## src/design/uart_params.svh

```systemverilog
`ifndef UART_PARAMS_SVH
`define UART_PARAMS_SVH

// APB bus widths.
`define DATA_WIDTH 32
`define ADDR_WIDTH 4

// Entries per FIFO.
`define FIFO_DEPTH 4

// Word register offsets.
`define DATA_OFFSET    4'h0
`define STATUS_OFFSET  4'h4
`define CNTRL_OFFSET   4'h8
`define BAUDDIV_OFFSET 4'hC

`endif

```

## src/design/uartPkg.sv

```systemverilog
`default_nettype none

package uartPkg;

  // Slave view of the APB transfer.
  typedef enum logic [1:0] {
    IDLE,
    SETUP,
    ACCESS,
    ERROR
  } apbPhase;

  typedef enum logic [2:0] {
    DATA,
    STATUS,
    CNTRL,
    BAUDDIV,
    NONE
  } regSel;

  typedef struct packed {
    logic [7:0] data;
    logic       frameErr;  // Stop bit was sampled low.
  } rxEntry;

  localparam int statTxFull   = 0;
  localparam int statRxAvail  = 1;
  localparam int statFrameErr = 2;
  localparam int statTxBusy   = 3;

  localparam int ctrlTxEn = 0;
  localparam int ctrlRxEn = 1;  // Bits 3:2 are spare.

endpackage

`default_nettype wire

```

## src/design/regBusIf.sv

```systemverilog
`default_nettype none
`include "uart_params.svh"

interface regBusIf;
  import uartPkg::*;

  regSel                  sel;
  logic                   access;  // Access phase of a legal transfer.
  logic                   write;
  logic [`DATA_WIDTH-1:0] wdata;
  logic                   fault;   // Sequencing or address error.
  logic                   done;    // Access phase with PREADY high.

  modport decoder (output sel, access, write, wdata, fault, input done);

  modport result (input sel, access, write, fault, output done);

  modport execute (input sel, access, write, wdata, fault, done);

endinterface

`default_nettype wire

```

## src/design/apbDecode.sv

```systemverilog
`default_nettype none
`include "uart_params.svh"

module apbDecode (
  input wire logic                   PCLK,
  input wire logic                   PRESETn,
  input wire logic                   PSEL,
  input wire logic                   PENABLE,
  input wire logic                   PWRITE,
  input wire logic [`ADDR_WIDTH-1:0] PADDR,
  input wire logic [`DATA_WIDTH-1:0] PWDATA,
  regBusIf.decoder                   bus
);
  import uartPkg::*;

  apbPhase state;
  apbPhase nextState;
  regSel   addrSel;
  logic    enabled;
  logic    inTransfer;
  logic    addrBad;

  assign enabled    = PSEL & PENABLE;
  assign inTransfer = (state == SETUP) || (state == ACCESS);  // A setup came first.

  always_comb begin
    case (PADDR)
      `DATA_OFFSET:    addrSel = DATA;
      `STATUS_OFFSET:  addrSel = STATUS;
      `CNTRL_OFFSET:   addrSel = CNTRL;
      `BAUDDIV_OFFSET: addrSel = BAUDDIV;
      default:         addrSel = NONE;
    endcase
  end

  assign addrBad = (PADDR[1:0] != 2'b00) || (addrSel == NONE);

  // SETUP means the previous cycle was a setup phase, so PENABLE is due now.
  always_comb begin
    nextState = state;
    case (state)
      IDLE: begin
        if (PSEL && !PENABLE) begin
          nextState = SETUP;
        end else if (enabled) begin
          nextState = ERROR;  // Access without setup.
        end
      end
      SETUP, ACCESS: begin
        if (!enabled) begin
          nextState = ERROR;
        end else if (bus.done) begin
          nextState = IDLE;
        end else begin
          nextState = ACCESS;  // Wait state.
        end
      end
      default: begin
        if (!PSEL && !PENABLE) begin
          nextState = IDLE;
        end
      end
    endcase
  end

  always_ff @(posedge PCLK) begin
    if (!PRESETn) begin
      state <= IDLE;
    end else begin
      state <= nextState;
    end
  end

  assign bus.sel    = addrSel;
  assign bus.write  = PWRITE;
  assign bus.wdata  = PWDATA;
  assign bus.access = enabled & inTransfer & ~addrBad;
  assign bus.fault  = enabled & (~inTransfer | addrBad);

endmodule

`default_nettype wire

```

## src/design/regExecute.sv

```systemverilog
`default_nettype none
`include "uart_params.svh"

module regExecute (
  input wire logic                    PCLK,
  input wire logic                    PRESETn,
  regBusIf.execute                    bus,
  input wire logic                    txFull,
  input wire logic                    rxEmpty,
  input wire uartPkg::rxEntry         rxHead,
  input wire logic                    txBusy,
  output logic                        txPush,
  output logic                        rxPop,
  output logic                        txEn,
  output logic                        rxEn,
  output logic [19:0]                 baudDiv,
  output logic [`DATA_WIDTH-1:0]      regRead
);
  import uartPkg::*;

  logic [3:0] cntrl;
  logic [3:0] status;
  logic       commit;

  assign commit = bus.done & ~bus.fault;  // Completed legal transfer.

  always_ff @(posedge PCLK) begin
    if (!PRESETn) begin
      cntrl   <= '0;
      baudDiv <= '0;
    end else if (commit && bus.write) begin
      if (bus.sel == CNTRL) begin
        cntrl <= bus.wdata[3:0];
      end
      if (bus.sel == BAUDDIV) begin
        baudDiv <= bus.wdata[19:0];
      end
    end
  end

  assign txPush = commit & bus.write & (bus.sel == DATA);
  assign rxPop  = commit & ~bus.write & (bus.sel == DATA);
  assign txEn   = cntrl[ctrlTxEn];
  assign rxEn   = cntrl[ctrlRxEn];

  always_comb begin
    status[statTxFull]   = txFull;
    status[statRxAvail]  = ~rxEmpty;
    status[statFrameErr] = ~rxEmpty & rxHead.frameErr;  // Only meaningful with data.
    status[statTxBusy]   = txBusy;
  end

  always_comb begin
    case (bus.sel)
      DATA:    regRead = `DATA_WIDTH'(rxHead.data);
      STATUS:  regRead = `DATA_WIDTH'(status);
      CNTRL:   regRead = `DATA_WIDTH'(cntrl);
      BAUDDIV: regRead = `DATA_WIDTH'(baudDiv);
      default: regRead = '0;
    endcase
  end

endmodule

`default_nettype wire

```

## src/design/apbResult.sv

```systemverilog
`default_nettype none
`include "uart_params.svh"

module apbResult (
  regBusIf.result                    bus,
  input wire logic                   txFull,
  input wire logic                   rxEmpty,
  input wire logic [`DATA_WIDTH-1:0] regRead,
  output logic                       PREADY,
  output logic                       PSLVERR,
  output logic [`DATA_WIDTH-1:0]     PRDATA
);
  import uartPkg::*;

  logic dataWait;
  logic ready;

  // Only DATA can stall, on a full TX FIFO or an empty RX FIFO.
  assign dataWait = (bus.sel == DATA) & (bus.write ? txFull : rxEmpty);
  assign ready    = ~(bus.access & dataWait);  // Faulted transfers never wait.

  assign bus.done = (bus.access | bus.fault) & ready;

  assign PREADY  = ready;
  assign PSLVERR = bus.done & bus.fault;
  assign PRDATA  = (bus.done && bus.access && !bus.write) ? regRead : '0;

endmodule

`default_nettype wire

```

## src/design/syncFifo.sv

```systemverilog
`default_nettype none

module syncFifo #(
  parameter type payloadT = logic [7:0],
  parameter int  depth    = 4
) (
  input wire logic    PCLK,
  input wire logic    PRESETn,
  input wire logic    push,
  input wire payloadT din,
  input wire logic    pop,
  output payloadT     dout,
  output logic        full,
  output logic        empty
);
  localparam int ptrWidth = (depth > 1) ? $clog2(depth) : 1;

  payloadT             mem [depth];
  logic [ptrWidth-1:0] wrPtr;
  logic [ptrWidth-1:0] rdPtr;
  logic [ptrWidth:0]   count;
  logic                doPush;
  logic                doPop;

  assign full   = (count == (ptrWidth + 1)'(depth));
  assign empty  = (count == '0);
  assign doPush = push & ~full;   // Push while full is dropped.
  assign doPop  = pop & ~empty;
  assign dout   = mem[rdPtr];     // Head entry.

  always_ff @(posedge PCLK) begin
    if (doPush) begin
      mem[wrPtr] <= din;
    end
  end

  always_ff @(posedge PCLK) begin
    if (!PRESETn) begin
      wrPtr <= '0;
      rdPtr <= '0;
      count <= '0;
    end else begin
      if (doPush) begin
        wrPtr <= (wrPtr == ptrWidth'(depth - 1)) ? '0 : wrPtr + 1'b1;
      end
      if (doPop) begin
        rdPtr <= (rdPtr == ptrWidth'(depth - 1)) ? '0 : rdPtr + 1'b1;
      end
      case ({doPush, doPop})
        2'b10:   count <= count + 1'b1;
        2'b01:   count <= count - 1'b1;
        default: count <= count;
      endcase
    end
  end

endmodule

`default_nettype wire

```

## src/design/uartTx.sv

```systemverilog
`default_nettype none

module uartTx (
  input wire logic        PCLK,
  input wire logic        PRESETn,
  input wire logic        txEn,
  input wire logic [19:0] baudDiv,
  input wire logic        empty,
  input wire logic [7:0]  din,
  output logic            pop,
  output logic            busy,
  output logic            TXD
);
  typedef enum logic [1:0] {
    TX_IDLE,
    TX_START,
    TX_DATA,
    TX_STOP
  } txState;

  txState      state;
  logic [19:0] baudCnt;
  logic [2:0]  bitCnt;
  logic [7:0]  shiftReg;
  logic        bitEnd;

  assign bitEnd = (baudCnt == baudDiv - 20'd1);
  assign pop    = (state == TX_IDLE) & txEn & ~empty;
  assign busy   = (state != TX_IDLE);

  always_ff @(posedge PCLK) begin
    if (!PRESETn) begin
      state   <= TX_IDLE;
      baudCnt <= '0;
      bitCnt  <= '0;
    end else begin
      baudCnt <= (state == TX_IDLE || bitEnd) ? '0 : baudCnt + 20'd1;
      case (state)
        TX_IDLE: begin
          if (pop) begin
            state <= TX_START;
          end
        end
        TX_START: begin
          if (bitEnd) begin
            state  <= TX_DATA;
            bitCnt <= '0;
          end
        end
        TX_DATA: begin
          if (bitEnd) begin
            bitCnt <= bitCnt + 3'd1;
            if (bitCnt == 3'd7) begin
              state <= TX_STOP;
            end
          end
        end
        default: begin
          if (bitEnd) begin
            state <= TX_IDLE;
          end
        end
      endcase
    end
  end

  always_ff @(posedge PCLK) begin
    if (pop) begin
      shiftReg <= din;
    end else if (state == TX_DATA && bitEnd) begin
      shiftReg <= shiftReg >> 1;  // LSB goes out first.
    end
  end

  always_comb begin
    case (state)
      TX_START: TXD = 1'b0;
      TX_DATA:  TXD = shiftReg[0];
      default:  TXD = 1'b1;
    endcase
  end

endmodule

`default_nettype wire

```

## src/design/uartRx.sv

```systemverilog
`default_nettype none

module uartRx (
  input wire logic        PCLK,
  input wire logic        PRESETn,
  input wire logic        rxEn,
  input wire logic [19:0] baudDiv,
  input wire logic        RXD,
  output logic            push,
  output uartPkg::rxEntry entry
);
  typedef enum logic [1:0] {
    RX_IDLE,
    RX_START,
    RX_DATA,
    RX_STOP
  } rxState;

  rxState      state;
  logic        rxMeta;
  logic        rxSync;
  logic        rxPrev;
  logic [19:0] baudCnt;
  logic [2:0]  bitCnt;
  logic [7:0]  shiftReg;
  logic        halfEnd;
  logic        bitEnd;
  logic        stopSample;

  assign halfEnd    = (baudCnt == (baudDiv >> 1) - 20'd1);
  assign bitEnd     = (baudCnt == baudDiv - 20'd1);
  assign stopSample = (state == RX_STOP) & bitEnd;

  always_ff @(posedge PCLK) begin
    if (!PRESETn) begin
      rxMeta <= 1'b1;  // Line idles high.
      rxSync <= 1'b1;
      rxPrev <= 1'b1;
    end else begin
      rxMeta <= RXD;
      rxSync <= rxMeta;
      rxPrev <= rxSync;
    end
  end

  always_ff @(posedge PCLK) begin
    if (!PRESETn) begin
      state   <= RX_IDLE;
      baudCnt <= '0;
      bitCnt  <= '0;
      push    <= 1'b0;
    end else begin
      push    <= stopSample & rxEn;
      baudCnt <= baudCnt + 20'd1;
      case (state)
        RX_IDLE: begin
          baudCnt <= '0;
          if (rxEn && rxPrev && !rxSync) begin
            state <= RX_START;  // Falling edge of a start bit.
          end
        end
        RX_START: begin
          if (halfEnd) begin
            baudCnt <= '0;
            bitCnt  <= '0;
            state   <= rxSync ? RX_IDLE : RX_DATA;  // Glitch if high at mid-bit.
          end
        end
        RX_DATA: begin
          if (bitEnd) begin
            baudCnt <= '0;
            bitCnt  <= bitCnt + 3'd1;
            if (bitCnt == 3'd7) begin
              state <= RX_STOP;
            end
          end
        end
        default: begin
          if (bitEnd) begin
            state <= RX_IDLE;
          end
        end
      endcase
    end
  end

  always_ff @(posedge PCLK) begin
    if (state == RX_DATA && bitEnd) begin
      shiftReg <= {rxSync, shiftReg[7:1]};
    end
    if (stopSample) begin
      entry.data     <= shiftReg;
      entry.frameErr <= ~rxSync;
    end
  end

endmodule

`default_nettype wire

```

## src/design/apbUart.sv

```systemverilog
`default_nettype none
`include "uart_params.svh"

module apbUart (
  input wire logic                   PCLK,
  input wire logic                   PRESETn,
  input wire logic                   PSEL,
  input wire logic                   PENABLE,
  input wire logic                   PWRITE,
  input wire logic [`ADDR_WIDTH-1:0] PADDR,
  input wire logic [`DATA_WIDTH-1:0] PWDATA,
  output logic [`DATA_WIDTH-1:0]     PRDATA,
  output logic                       PREADY,
  output logic                       PSLVERR,
  output logic                       TXD,
  input wire logic                   RXD
);
  import uartPkg::*;

  regBusIf bus ();

  logic                   txFull;
  logic                   txEmpty;
  logic                   txPush;
  logic                   txPop;
  logic                   txBusy;
  logic                   txEn;
  logic [7:0]             txHead;
  logic                   rxEmpty;
  logic                   rxPush;
  logic                   rxPop;
  logic                   rxEn;
  rxEntry                 rxHead;
  rxEntry                 rxNew;
  logic [19:0]            baudDiv;
  logic [`DATA_WIDTH-1:0] regRead;

  apbDecode decode_i (
    .PCLK    (PCLK),
    .PRESETn (PRESETn),
    .PSEL    (PSEL),
    .PENABLE (PENABLE),
    .PWRITE  (PWRITE),
    .PADDR   (PADDR),
    .PWDATA  (PWDATA),
    .bus     (bus.decoder)
  );

  regExecute execute_i (
    .PCLK    (PCLK),
    .PRESETn (PRESETn),
    .bus     (bus.execute),
    .txFull  (txFull),
    .rxEmpty (rxEmpty),
    .rxHead  (rxHead),
    .txBusy  (txBusy),
    .txPush  (txPush),
    .rxPop   (rxPop),
    .txEn    (txEn),
    .rxEn    (rxEn),
    .baudDiv (baudDiv),
    .regRead (regRead)
  );

  apbResult result_i (
    .bus     (bus.result),
    .txFull  (txFull),
    .rxEmpty (rxEmpty),
    .regRead (regRead),
    .PREADY  (PREADY),
    .PSLVERR (PSLVERR),
    .PRDATA  (PRDATA)
  );

  syncFifo #(
    .payloadT (logic [7:0]),
    .depth    (`FIFO_DEPTH)
  ) txFifo_i (
    .PCLK    (PCLK),
    .PRESETn (PRESETn),
    .push    (txPush),
    .din     (PWDATA[7:0]),  // Byte lane of a DATA write.
    .pop     (txPop),
    .dout    (txHead),
    .full    (txFull),
    .empty   (txEmpty)
  );

  syncFifo #(
    .payloadT (rxEntry),
    .depth    (`FIFO_DEPTH)
  ) rxFifo_i (
    .PCLK    (PCLK),
    .PRESETn (PRESETn),
    .push    (rxPush),
    .din     (rxNew),
    .pop     (rxPop),
    .dout    (rxHead),
    .full    (),
    .empty   (rxEmpty)
  );

  uartTx tx_i (
    .PCLK    (PCLK),
    .PRESETn (PRESETn),
    .txEn    (txEn),
    .baudDiv (baudDiv),
    .empty   (txEmpty),
    .din     (txHead),
    .pop     (txPop),
    .busy    (txBusy),
    .TXD     (TXD)
  );

  uartRx rx_i (
    .PCLK    (PCLK),
    .PRESETn (PRESETn),
    .rxEn    (rxEn),
    .baudDiv (baudDiv),
    .RXD     (RXD),
    .push    (rxPush),
    .entry   (rxNew)
  );

endmodule

`default_nettype wire

```

## config.mk

```make
export PLATFORM = sky130hd
export DESIGN_NAME = apbUart
export DESIGN_NICKNAME = d
export VERILOG_FILES = /design/src/design/uartPkg.sv /design/src/design/regBusIf.sv /design/src/design/apbDecode.sv /design/src/design/regExecute.sv /design/src/design/apbResult.sv /design/src/design/syncFifo.sv /design/src/design/uartTx.sv /design/src/design/uartRx.sv /design/src/design/apbUart.sv
export VERILOG_INCLUDE_DIRS = /design/src /design/src/design
export SDC_FILE = /design/constraint.sdc
export NUM_CORES = 1
export LEC_CHECK = 0
export BUFFER_PORTS_ARGS = -buffer_cell sky130_fd_sc_hd__buf_4
export CAP_MARGIN = 20
export CORE_ASPECT_RATIO = 1.2
export CORE_MARGIN = 2
export CORE_UTILIZATION = 35
export CTS_BUF_LIST = sky130_fd_sc_hd__clkbuf_8
export DETAILED_ROUTE_END_ITERATION = 7
export PLACE_DENSITY_LB_ADDON = 0.2
export REMOVE_ABC_BUFFERS = 1
export SLEW_MARGIN = 0
export SYNTH_ARGS = -nofsm -noshare
export SYNTH_HDL_FRONTEND = slang
export SYNTH_SLANG_ARGS = --single-unit
```

## constraint.sdc

```tcl
create_clock -name PCLK -period 5.4 [get_ports PCLK]
set_clock_uncertainty 0.1 [all_clocks]
set_input_delay 0.54 -clock PCLK [delete_from_list [all_inputs] [get_ports PCLK]]
set_output_delay 0.54 -clock PCLK [all_outputs]
set_load 0.02 [all_outputs]
```

==> results.tsv, run 1 <==
stage	metric	value	unit
yosys	yosys-top-cells-area	edfxtp_1, dfxtp_1, xnor2_1, xor2_1, mux4_2	
timing	fmax	254	MHz
floorplan	die_area	29900	um^2
power_and_ir_drop	clockPowerShare	0.388	
placed_design	post_dp_cell_area	10600	um^2
yosys	async_reset_ff_frac	0	
placed_design	dp_hpwl	16.2	mm
clock_tree	clock_latency	0.49	ns
finish	finalNonFillerCells	1381	
yosys	yosysWarningCount	0	
timing	slew_headroom	0.304	
global_route	grt_pass1_vias	6617	
critical_path	critPathBufInv	1	
power_and_ir_drop	p_comb_frac	0.050	
drt	dr.pass1.iters	6	
timing	setup-violations-final	0	
yosys	syn_inst	971	
floorplan	ioPinCount	77	
placed_design	dp_cells	1349	
drt	vias	6871	
finish	antenna_cells	0	
global_route	grt_max_degree	39	
critical_path	path_class	flop to flop	
critical_path	required	5.64	ns
finish	final_nets	1063	
power_and_ir_drop	internal_power	1.96	mW
clock_tree	root_buffer	clkbuf_8	
clock_tree	cts_buffers	17	
min_path	hold_class	input pin to flop	
floorplan	die_width	158	um
power_and_ir_drop	power.switching	0.750	mW
drt	routedWlPerCell	16.5	um
yosys	postSynthAreaPerCell	10.3	um^2
finish	layout-drive-gt1-share	0.130	
min_path	hold_start	RXD	
clock_tree	cts_tree	yes	
critical_path	crit_path_max_incr_delay	0.59	ns
finish	area_growth	10.3	%
critical_path	cp-start-kind	flop	
yosys	synthesis.area	10000	um^2
floorplan	start_util	0.357	
clock_tree	clkTransAtPathRegs	0.12	ns
clock_tree	clockBufferDepth	2	
timing	finalSetupTns	0	ns
yosys	synth_seq_cells	191	
critical_path	crit_start	execute_i.baudDiv[2]	
drt	finalWirelength	22.8	mm
yosys	synth_flop_cell	dfxtp_1	
clock_tree	clock_sinks	191	
power_and_ir_drop	powerDensity	246	nW/um^2
timing	fin_crit_sh	0.728	
yosys	synth_edf_count	93	
timing	rsz0062_at_grt	no	
global_route	gr-total-overflow	0	
clock_tree	cts_hold_buf	0	
floorplan	rows	67	
critical_path	cp.arrival	4.17	ns
clock_tree	postCtsSetupBuffers	0	
global_route	antenna_found_initial	0	
placed_design	gp_congestion	0.880	
finish	nFillCells	2784	
flow_run	drv_cap	0	
power_and_ir_drop	report.power.total	2.71	mW
critical_path	path_cells	inv_1, ha_1, nor4b_4, nand2_1, xnor2_1, or4_1, nor4_1, and3_1, or3_1, nor2_1	
global_route	grt_pass1_wl	36.3	mm
yosys	synth_top_area_frac	0.279	
power_and_ir_drop	peakVddDrop	0.162	mV
drt	dr.first_iter.drc_count	496	
outcome	outcome	completed	
yosys	synth.largest_area_cell	edfxtp_1	
yosys	ys_seq_area_frac	0.475	
timing	tightest_slew	1.04	ns
critical_path	critPathTopFamily	simple AND/OR/NAND/NOR gates	
critical_path	critPathCaptureType	flop	
placed_design	place_ws	1.29	ns
power_and_ir_drop	seqPwrFrac	0.562	
critical_path	slowest_stage	nor4b_4	
placed_design	numPortBuffers	52	
drt	drc	0	
finish	final_area	11000	um^2
critical_path	crit_fanout	20	
clock_tree	post_cts_resized	0	
timing	slew_violations	0	
floorplan	fp.coreArea	28000	um^2
timing	min_period	3.93	ns
yosys	synth_cell_type_count	70	
timing	layout_setup_ws	1.47	ns
drt	via_per_inst	4.98	
power_and_ir_drop	leakage	4.04	nW
critical_path	reg2reg_from	execute_i.baudDiv[2]	
global_route	groute.usage.overall	0.158	
floorplan	die_y	189	um
drt	drtAntennaViolNets	0	
timing	final-hold-violation-count	0	
clock_tree	cts_max_level	4	
power_and_ir_drop	switching_share	0.277	
## registers in the layout (all words and copies together) (netlist names), 3 cells and up, named ones only
| register | count |
|---|---|
| rxFifo_i.mem | 36 |
| txFifo_i.mem | 32 |
| execute_i.baudDiv | 20 |
| rx_i.baudCnt | 20 |
| tx_i.baudCnt | 20 |
| rx_i.entry | 9 |
| rx_i.shiftReg | 8 |
| tx_i.shiftReg | 8 |
| execute_i.cntrl | 4 |
| rxFifo_i.count | 3 |
| rx_i.bitCnt | 3 |
| txFifo_i.count | 3 |
| tx_i.bitCnt | 3 |
## power by group through the flow
stage / registers, mW / logic, mW / clock network [mW]
final: 1.52 / 0.135 / 1.05
after global routing: 1.52 / 0.148 / 1.14
after detailed placement: 1.56 / 0.133 / 0
after global placement: 1.56 / 0.131 / 0
after CTS: 1.52 / 0.134 / 1.09
after floorplan: 1.55 / 0.0835 / 0
## synthesized netlist by cell type (all sizes together) (5+ instances only)
| cell | n |
|---|---|
| a21oi | 43 |
| a31oi | 5 |
| and2 | 21 |
| and3 | 23 |
| and4 | 6 |
| buf | 32 |
| clkbuf | 34 |
| dfxtp | 98 |
| edfxtp | 93 |
| ha | 30 |
| inv | 40 |
| mux2 | 9 |
| mux2i | 16 |
| mux4 | 20 |
| nand2 | 95 |
| nand2b | 8 |
| nand3 | 40 |
| nand4 | 20 |
| nor2 | 97 |
| nor2b | 9 |
| nor3 | 16 |
| nor3b | 6 |
| nor4 | 12 |
| o21ai | 13 |
| or3 | 8 |
| or4 | 6 |
| xnor2 | 65 |
| xor2 | 54 |
## cell type report
| type | count | area [um^2] | area share |
|---|---|---|---|
| Multi-Input combinational cell | 684 | 4780 | 0.433 |
| Clock inverter | 15 | 223 | 0.0202 |
| Tap cell | 379 | 474 | 0.0430 |
| Timing Repair Buffer | 55 | 413 | 0.0374 |
| Sequential cell | 191 | 4750 | 0.431 |
| Clock buffer | 17 | 234 | 0.0212 |
| Inverter | 40 | 150 | 0.0136 |
## final timing paths
check	endpoint	slack (ns)	cells after the start
setup / recovery	tx_i.baudCnt[15]	1.47	10
hold / removal	rx_i.rxMeta	0.12	2
setup reg to reg	tx_i.baudCnt[15]	1.47	10
hold reg to reg	rx_i.rxSync	0.31	1
## layout by cell type (no fill, tap or decap), types with 4 or more instances in the layout
master	instances
a21oi_1	43
a22oi_1	4
a31oi_1	5
and2_1	20
and3_1	22
and4_1	5
buf_4	55
clkbuf_8	17
conb_1	12
dfxtp_1	98
edfxtp_1	93
ha_1	30
inv_1	40
inv_12	7
mux2_2	9
mux2i_1	16
mux4_2	20
nand2_1	95
nand2b_1	8
nand3_1	40
nand4_1	20
nor2_1	97
nor2b_1	9
nor3_1	16
nor3b_1	5
nor4_1	9
o21ai_0	13
or3_1	8
or4_1	5
xnor2_1	65
xor2_1	54
## worst register-to-register path, cell delays in order, from the launching register on
cell and delay (ns):
dfxtp_1 0.42, inv_1 0.09, ha_1 0.36, nor4b_4 0.60, nand2_1 0.22, xnor2_1 0.16, or4_1 0.50, nor4_1 0.34
and3_1 0.31, or3_1 0.59, nor2_1 0.11
## cells by family after synthesis
| logic type | Yosys count | share of synthesized area |
|---|---|---|
| DFF | 191 | 0.475 |
| other | 1 | 0.000375 |
| and+or+nand+nor | 373 | 0.188 |
| xor gates and xnor gates | 121 | 0.109 |
| adders and majority gates | 32 | 0.0415 |
| muxes | 45 | 0.0712 |
| buffers and inverters | 107 | 0.0508 |
| AOI/OAI and AO/OA | 101 | 0.0641 |
## through the flow
| step | utilization | hold slack [ns] |
|---|---|---|
| 2_1_floorplan | - | 0.286 |
| 3_3_place_gp | 0.378 | 0.295 |
| 3_5_place_dp | 0.378 | 0.298 |
| 4_1_cts | 0.394 | 0.0927 |
| 5_1_grt | 0.394 | 0.0874 |
| 6_report | 0.394 | 0.122 |
## per-layer routing
metal / vias up / track usage / wire, um
met5: - / 0 / 0
met4: 0 / 0.0520 / 444
met3: 29 / 0.0266 / 625
met2: 109 / 0.270 / 11500
met1: 3311 / 0.202 / 10200
li1: 3422 / - / -
(Power assumes the default switching activity.)
==> inputs of run 2 (changes only) <==
==> constraint.sdc (replaced) <==
create_clock -name PCLK -period 3.6 [get_ports PCLK]
set_clock_uncertainty 0.1 [all_clocks]
set_input_delay 0.36 -clock PCLK [delete_from_list [all_inputs] [get_ports PCLK]]
set_output_delay 0.36 -clock PCLK [all_outputs]
set_load 0.02 [all_outputs]
==> results.tsv, run 2 (synthesis results as in run 1) <==
stage	metric	value	unit
power_and_ir_drop	report.power.total	4.11	mW
timing	final-hold-violation-count	0	
drt	routedWlPerCell	16.2	um
critical_path	cp.arrival	3.74	ns
placed_design	gp_congestion	0.850	
power_and_ir_drop	switching_share	0.280	
finish	layout-drive-gt1-share	0.163	
critical_path	crit_fanout	6	
floorplan	fp.coreArea	28000	um^2
timing	min_period	3.41	ns
floorplan	start_util	0.357	
flow_run	drv_cap	0	
drt	via_per_inst	4.88	
drt	drc	0	
critical_path	critPathCaptureType	flop	
power_and_ir_drop	power.switching	1.15	mW
critical_path	crit_top_cell	buf_4	
min_path	hold_start	PWDATA[9]	
drt	vias	7014	
clock_tree	clock_sinks	191	
placed_design	dp_hpwl	16.7	mm
drt	dr.pass1.iters	5	
timing	tightest_slew	0.838	ns
critical_path	cp.depth	12	
drt	drtAntennaViolNets	0	
power_and_ir_drop	powerDensity	354	nW/um^2
finish	largest_register_ffs	36	
critical_path	reg2reg_from	execute_i.baudDiv[1]	
clock_tree	cts_max_level	4	
floorplan	die_y	189	um
placed_design	post_dp_cell_area	10900	um^2
critical_path	path_class	flop to flop	
finish	final_core_util	0.414	
clock_tree	root_buffer	clkbuf_8	
finish	area_growth	15.9	%
critical_path	critPathTopFamily	simple AND/OR/NAND/NOR gates	
timing	setup-violations-final	0	
min_path	hold_end	execute_i.baudDiv[9]	
placed_design	numPortBuffers	52	
finish	antenna_cells	0	
critical_path	reg2regPathDepth	12	
power_and_ir_drop	p_comb_frac	0.054	
power_and_ir_drop	peakVddDrop	0.223	mV
clock_tree	clockBufferDepth	2	
power_and_ir_drop	seqPwrFrac	0.556	
placed_design	dp_cells	1384	
floorplan	die_width	158	um
power_and_ir_drop	leakage	4.33	nW
min_path	hold_class	input pin to flop	
global_route	groute.usage.overall	0.161	
finish	final_area	11600	um^2
global_route	grt_pass1_vias	7047	
power_and_ir_drop	clockPowerShare	0.389	
timing	fin_crit_sh	0.946	
drt	finalWirelength	23.3	mm
floorplan	die_area	29900	um^2
critical_path	critPathBufInv	3	
critical_path	cp-start-kind	flop	
finish	layout_common_cells	dfxtp_1, nor2_1, nand2_1	
critical_path	crit_path_max_incr_delay	0.53	ns
finish	layout_commonest_cell	dfxtp_1	
floorplan	ioPinCount	77	
finish	final_nets	1120	
drt	dr.first_iter.drc_count	375	
finish	finalNonFillerCells	1438	
global_route	grt_pass1_wl	37.3	mm
critical_path	reg2reg_slack	0.19	ns
critical_path	r2r-end	rx_i.state[0]	
finish	top_register	rxFifo_i.mem	
critical_path	slowest_stage	or4_4	
finish	reg_top3	rxFifo_i.mem: 36 flops, txFifo_i.mem: 32 flops	
global_route	antenna_found_initial	0	
timing	slew_violations	0	
global_route	gr-total-overflow	0	
min_path	hold_depth	3	
global_route	grt_max_degree	29	
timing	slew_headroom	0.442	
power_and_ir_drop	internal_power	2.96	mW
clock_tree	clock_latency	0.49	ns
clock_tree	cts_buffers	17	
clock_tree	cts_tree	yes	
clock_tree	clkTransAtPathRegs	0.13	ns
critical_path	path_cells	inv_1, ha_1, nor4b_4, buf_4, xnor2_1, or4_4, nor4_2, nand4_1, buf_4, o41ai_1, and3_1, mux2i_1	
outcome	outcome	completed	
timing	fmax	293	MHz
critical_path	required	3.93	ns
floorplan	rows	67	
-- run 2: how the worst max path moves through the flow --
stage                         startpoint               end  slack [ns]
floorplan           execute_i.baudDiv[5]     rx_i.state[1]        0.16
global placement    execute_i.baudDiv[1]     rx_i.entry[1]        0.04
CTS                 execute_i.baudDiv[1]  tx_i.baudCnt[13]        0.08
finish              execute_i.baudDiv[1]     rx_i.state[0]        0.19
global route        execute_i.baudDiv[1]     rx_i.state[0]       -0.02
detailed placement  execute_i.baudDiv[1]  rx_i.baudCnt[14]        0.11
-- run 2: worst reg2reg max path, cell delays in order, from the launching register on --
cell	delay [ns]
dfxtp_1	0.33
inv_1	0.09
ha_1	0.17
nor4b_4	0.41
buf_4	0.21
xnor2_1	0.06
or4_4	0.53
nor4_2	0.28
nand4_1	0.12
buf_4	0.18
o41ai_1	0.42
and3_1	0.26
mux2i_1	0.20
-- run 2: through the flow --
step / worst slack (ns) / setup TNS [ns] / hold slack (ns)
3_5_place_dp: 0.114 / 0 / 0.293
6_report: 0.193 / 0 / 0.0378
2_1_floorplan: 0.158 / 0 / 0.286
4_1_cts: 0.0847 / 0 / 0.00963
5_1_grt: -0.0178 / -0.0178 / 0.0358
3_3_place_gp: 0.0381 / 0 / 0.295
-- run 2: area by class of cell --
class | count | area, um^2
well taps | 379 | 474
clock buffers | 17 | 234
fillers | 2729 | 16400
clock inverters | 15 | 235
repair buffers | 111 | 906
inverters | 40 | 150
flip-flops and latches | 191 | 4750
multi-input cells | 685 | 4840
-- run 2: power groups by stage --
stage | logic, mW | clock network [mW] | registers, mW
global route | 0.248 | 1.73 | 2.29
floorplan | 0.125 | 0 | 2.33
detailed placement | 0.204 | 0 | 2.33
CTS | 0.221 | 1.65 | 2.28
global placement | 0.201 | 0 | 2.33
finish | 0.223 | 1.60 | 2.28
-- run 2: per-layer routing --
layer	track usage	share of wire	vias up
li1	-	-	3541
met1	0.208	0.46	3375
met2	0.280	0.50	77
met3	0.0233	0.020	21
met4	0.0461	0.015	0
met5	0	0	-
-- run 2: timing repair --
| item | CTS | global route |
|---|---|---|
| endpoints found under the hold margin | 40 | 0 |
| buffers inserted | 0 | 2 |
| endpoints found under the setup margin | 0 | 70 |
| hold buffers | 19 | 0 |
| resized for setup | 0 | 8 |
==> inputs of run 3 (changes only) <==
--- a/config.mk
+++ b/config.mk
@@ -11,11 +11,12 @@
 export CORE_ASPECT_RATIO = 1.2
 export CORE_MARGIN = 2
 export CORE_UTILIZATION = 35
-export CTS_BUF_LIST = sky130_fd_sc_hd__clkbuf_8
+export CTS_BUF_LIST = sky130_fd_sc_hd__clkbuf_2
 export DETAILED_ROUTE_END_ITERATION = 7
 export PLACE_DENSITY_LB_ADDON = 0.2
 export REMOVE_ABC_BUFFERS = 1
 export SLEW_MARGIN = 0
 export SYNTH_ARGS = -nofsm -noshare
 export SYNTH_HDL_FRONTEND = slang
+export SYNTH_HIERARCHICAL = 1
 export SYNTH_SLANG_ARGS = --single-unit
==> results.tsv, run 3 <==
stage	metric	value	unit
timing	final-hold-violation-count	0	
finish	layout_commonest_cell	nand2_1	
floorplan	die_area	33600	um^2
timing	finalSetupTns	0	ns
finish	layout-drive-gt1-share	0.192	
flow_run	drv_cap	0	
global_route	use_met3	0.0268	
critical_path	path_class	flop to flop	
critical_path	r2r-end	rx_i/baudCnt[13]	
power_and_ir_drop	powerDensity	308	nW/um^2
global_route	grt_use_met1	0.223	
critical_path	setup.worst_path.end	rx_i/baudCnt[13]	
critical_path	reg2regPathDepth	9	
placed_design	gp_congestion	0.852	
timing	fin_crit_sh	0.951	
clock_tree	cts_max_level	4	
outcome	outcome	completed	
floorplan	rows	71	
min_path	hold_class	input pin to flop	
critical_path	required	4.19	ns
clock_tree	clockBufferDepth	2	
global_route	antenna_found_initial	2	
floorplan	start_util	0.357	
finish	ff_latch_area	4760	um^2
yosys	syn_inst	1121	
finish	multi_input_area	5840	um^2
critical_path	cp-start-kind	flop	
floorplan	die_y	201	um
finish	nFillCells	3060	
power_and_ir_drop	peakVddDrop	0.226	mV
global_route	grt.busiest_layer	met2	
critical_path	critPathCaptureType	flop	
finish	area_growth	15.1	%
clock_tree	cts_buffers	17	
drt	vias	8292	
global_route	grt_max_degree	59	
clock_tree	cts_tree	yes	
global_route	groute.usage.overall	0.168	
timing	min_period	3.42	ns
placed_design	numPortBuffers	52	
power_and_ir_drop	leakage	4.80	nW
finish	final_core_util	0.411	
timing	fmax	292	MHz
clock_tree	clock_sinks	191	
finish	largest_register_ffs	36	
floorplan	die_width	168	um
power_and_ir_drop	report.power.total	3.99	mW
global_route	grt_pass1_vias	8200	
clock_tree	clock_latency	0.81	ns
floorplan	ioPinCount	77	
placed_design	dp_hpwl	20.0	mm
drt	dr.pass1.iters	5	
critical_path	reg2reg_from	execute_i/baudDiv[15]	
finish	reg_top3	rxFifo_i/mem: 36 flops, txFifo_i/mem: 32 flops	
critical_path	cp.arrival	4.02	ns
timing	slew_headroom	0.0116	
timing	setup-violations-final	0	
critical_path	crit_start	execute_i/baudDiv[15]	
clock_tree	root_buffer	clkbuf_2	
drt	drtAntennaViolNets	0	
global_route	gr-total-overflow	0	
yosys	yosysWarningCount	6	
finish	layout_common_cells	nand2_1, buf_4, dfxtp_1	
critical_path	crit_fanout	20	
drt	routedWlPerCell	17.4	um
global_route	grt_pass1_wl	44.8	mm
finish	top_register	rxFifo_i/mem	
finish	final_nets	1270	
timing	slew_violations	0	
timing	rsz0062_at_grt	yes	
drt	finalWirelength	28.1	mm
timing	tightest_slew	1.45	ns
global_route	use_met2	0.280	
yosys	synthesis.area	11300	um^2
drt	dr.first_iter.drc_count	414	
drt	via_per_inst	5.13	
drt	drc	0	
critical_path	reg2reg_slack	0.18	ns
yosys	postSynthAreaPerCell	10.0	um^2
clock_tree	clkTransAtPathRegs	0.33	ns
floorplan	fp.coreArea	31500	um^2
run 3: stage by stage:
stage	setup WS (ns)	hold slack (ns)	cell area (um^2)	instances
after floorplan	-2.34	0.286	10700	1038
after global placement	0.202	0.289	12100	1550
after detailed placement	0.147	0.297	12100	1550
after CTS	0.0215	0.0931	12800	1610
after global routing	-0.0670	0.0967	13000	1615
final	0.175	0.201	13000	1615
run 3: power by group:
| part | leakage (nW) | internal [mW] | switching (mW) |
|---|---|---|---|
| clock network | 0.191 | 0.463 | 0.910 |
| registers | 1.63 | 2.29 | 0.0113 |
| logic | 2.97 | 0.146 | 0.177 |
| total | 4.80 | 2.90 | 1.10 |
run 3: layout make-up:
type | instances | area share
inverter | 79 | 0.0229
clock inverter | 15 | 0.0199
antenna | 1 | 0.000193
multi-input combinational | 769 | 0.450
clock buffer | 17 | 0.00656
sequential | 191 | 0.367
tap | 401 | 0.0387
timing repair buffer | 142 | 0.0949
run 3: how the worst min path moves through the flow:
stage | endpoint | slack, ns | cells past startpoint | startpoint
4_1_cts | txFifo_i/mem[3][2] | 0.09 | 2 | PWDATA[2]
3_3_place_gp | rx_i/rxSync | 0.29 | 1 | rx_i/rxMeta
6_report | txFifo_i/mem[2][3] | 0.20 | 2 | PWDATA[3]
3_5_place_dp | rx_i/rxSync | 0.30 | 1 | rx_i/rxMeta
2_1_floorplan | rx_i/rxSync | 0.29 | 1 | rx_i/rxMeta
5_1_grt | txFifo_i/mem[3][4] | 0.1 | 2 | PWDATA[4]
run 3: repair_timing:
action | in CTS | in global routing
cloned | 0 | 2
setup buffers | 0 | 2
endpoints found under the setup margin | 22 | 77
hold endpoints to repair | 85 | 0
resized for setup | 10 | 23
hold buffers | 28 | 0
pin swaps | 0 | 2
run 3: worst max-delay path: stages (launching register included):
cell	delay, ns
dfxtp_1	0.38
or3_1	0.48
or4_1	0.50
o31a_1	0.26
a2111oi_0	0.44
nand4_1	0.31
o311a_1	0.45
a31oi_4	0.17
buf_12	0.18
nor2_1	0.05
run 3: layer usage:
layer / vias up / part of all wire
li1: 4106 / -
met1: 4028 / 0.46
met2: 135 / 0.49
met3: 23 / 0.032
met4: 0 / 0.018
met5: - / 0
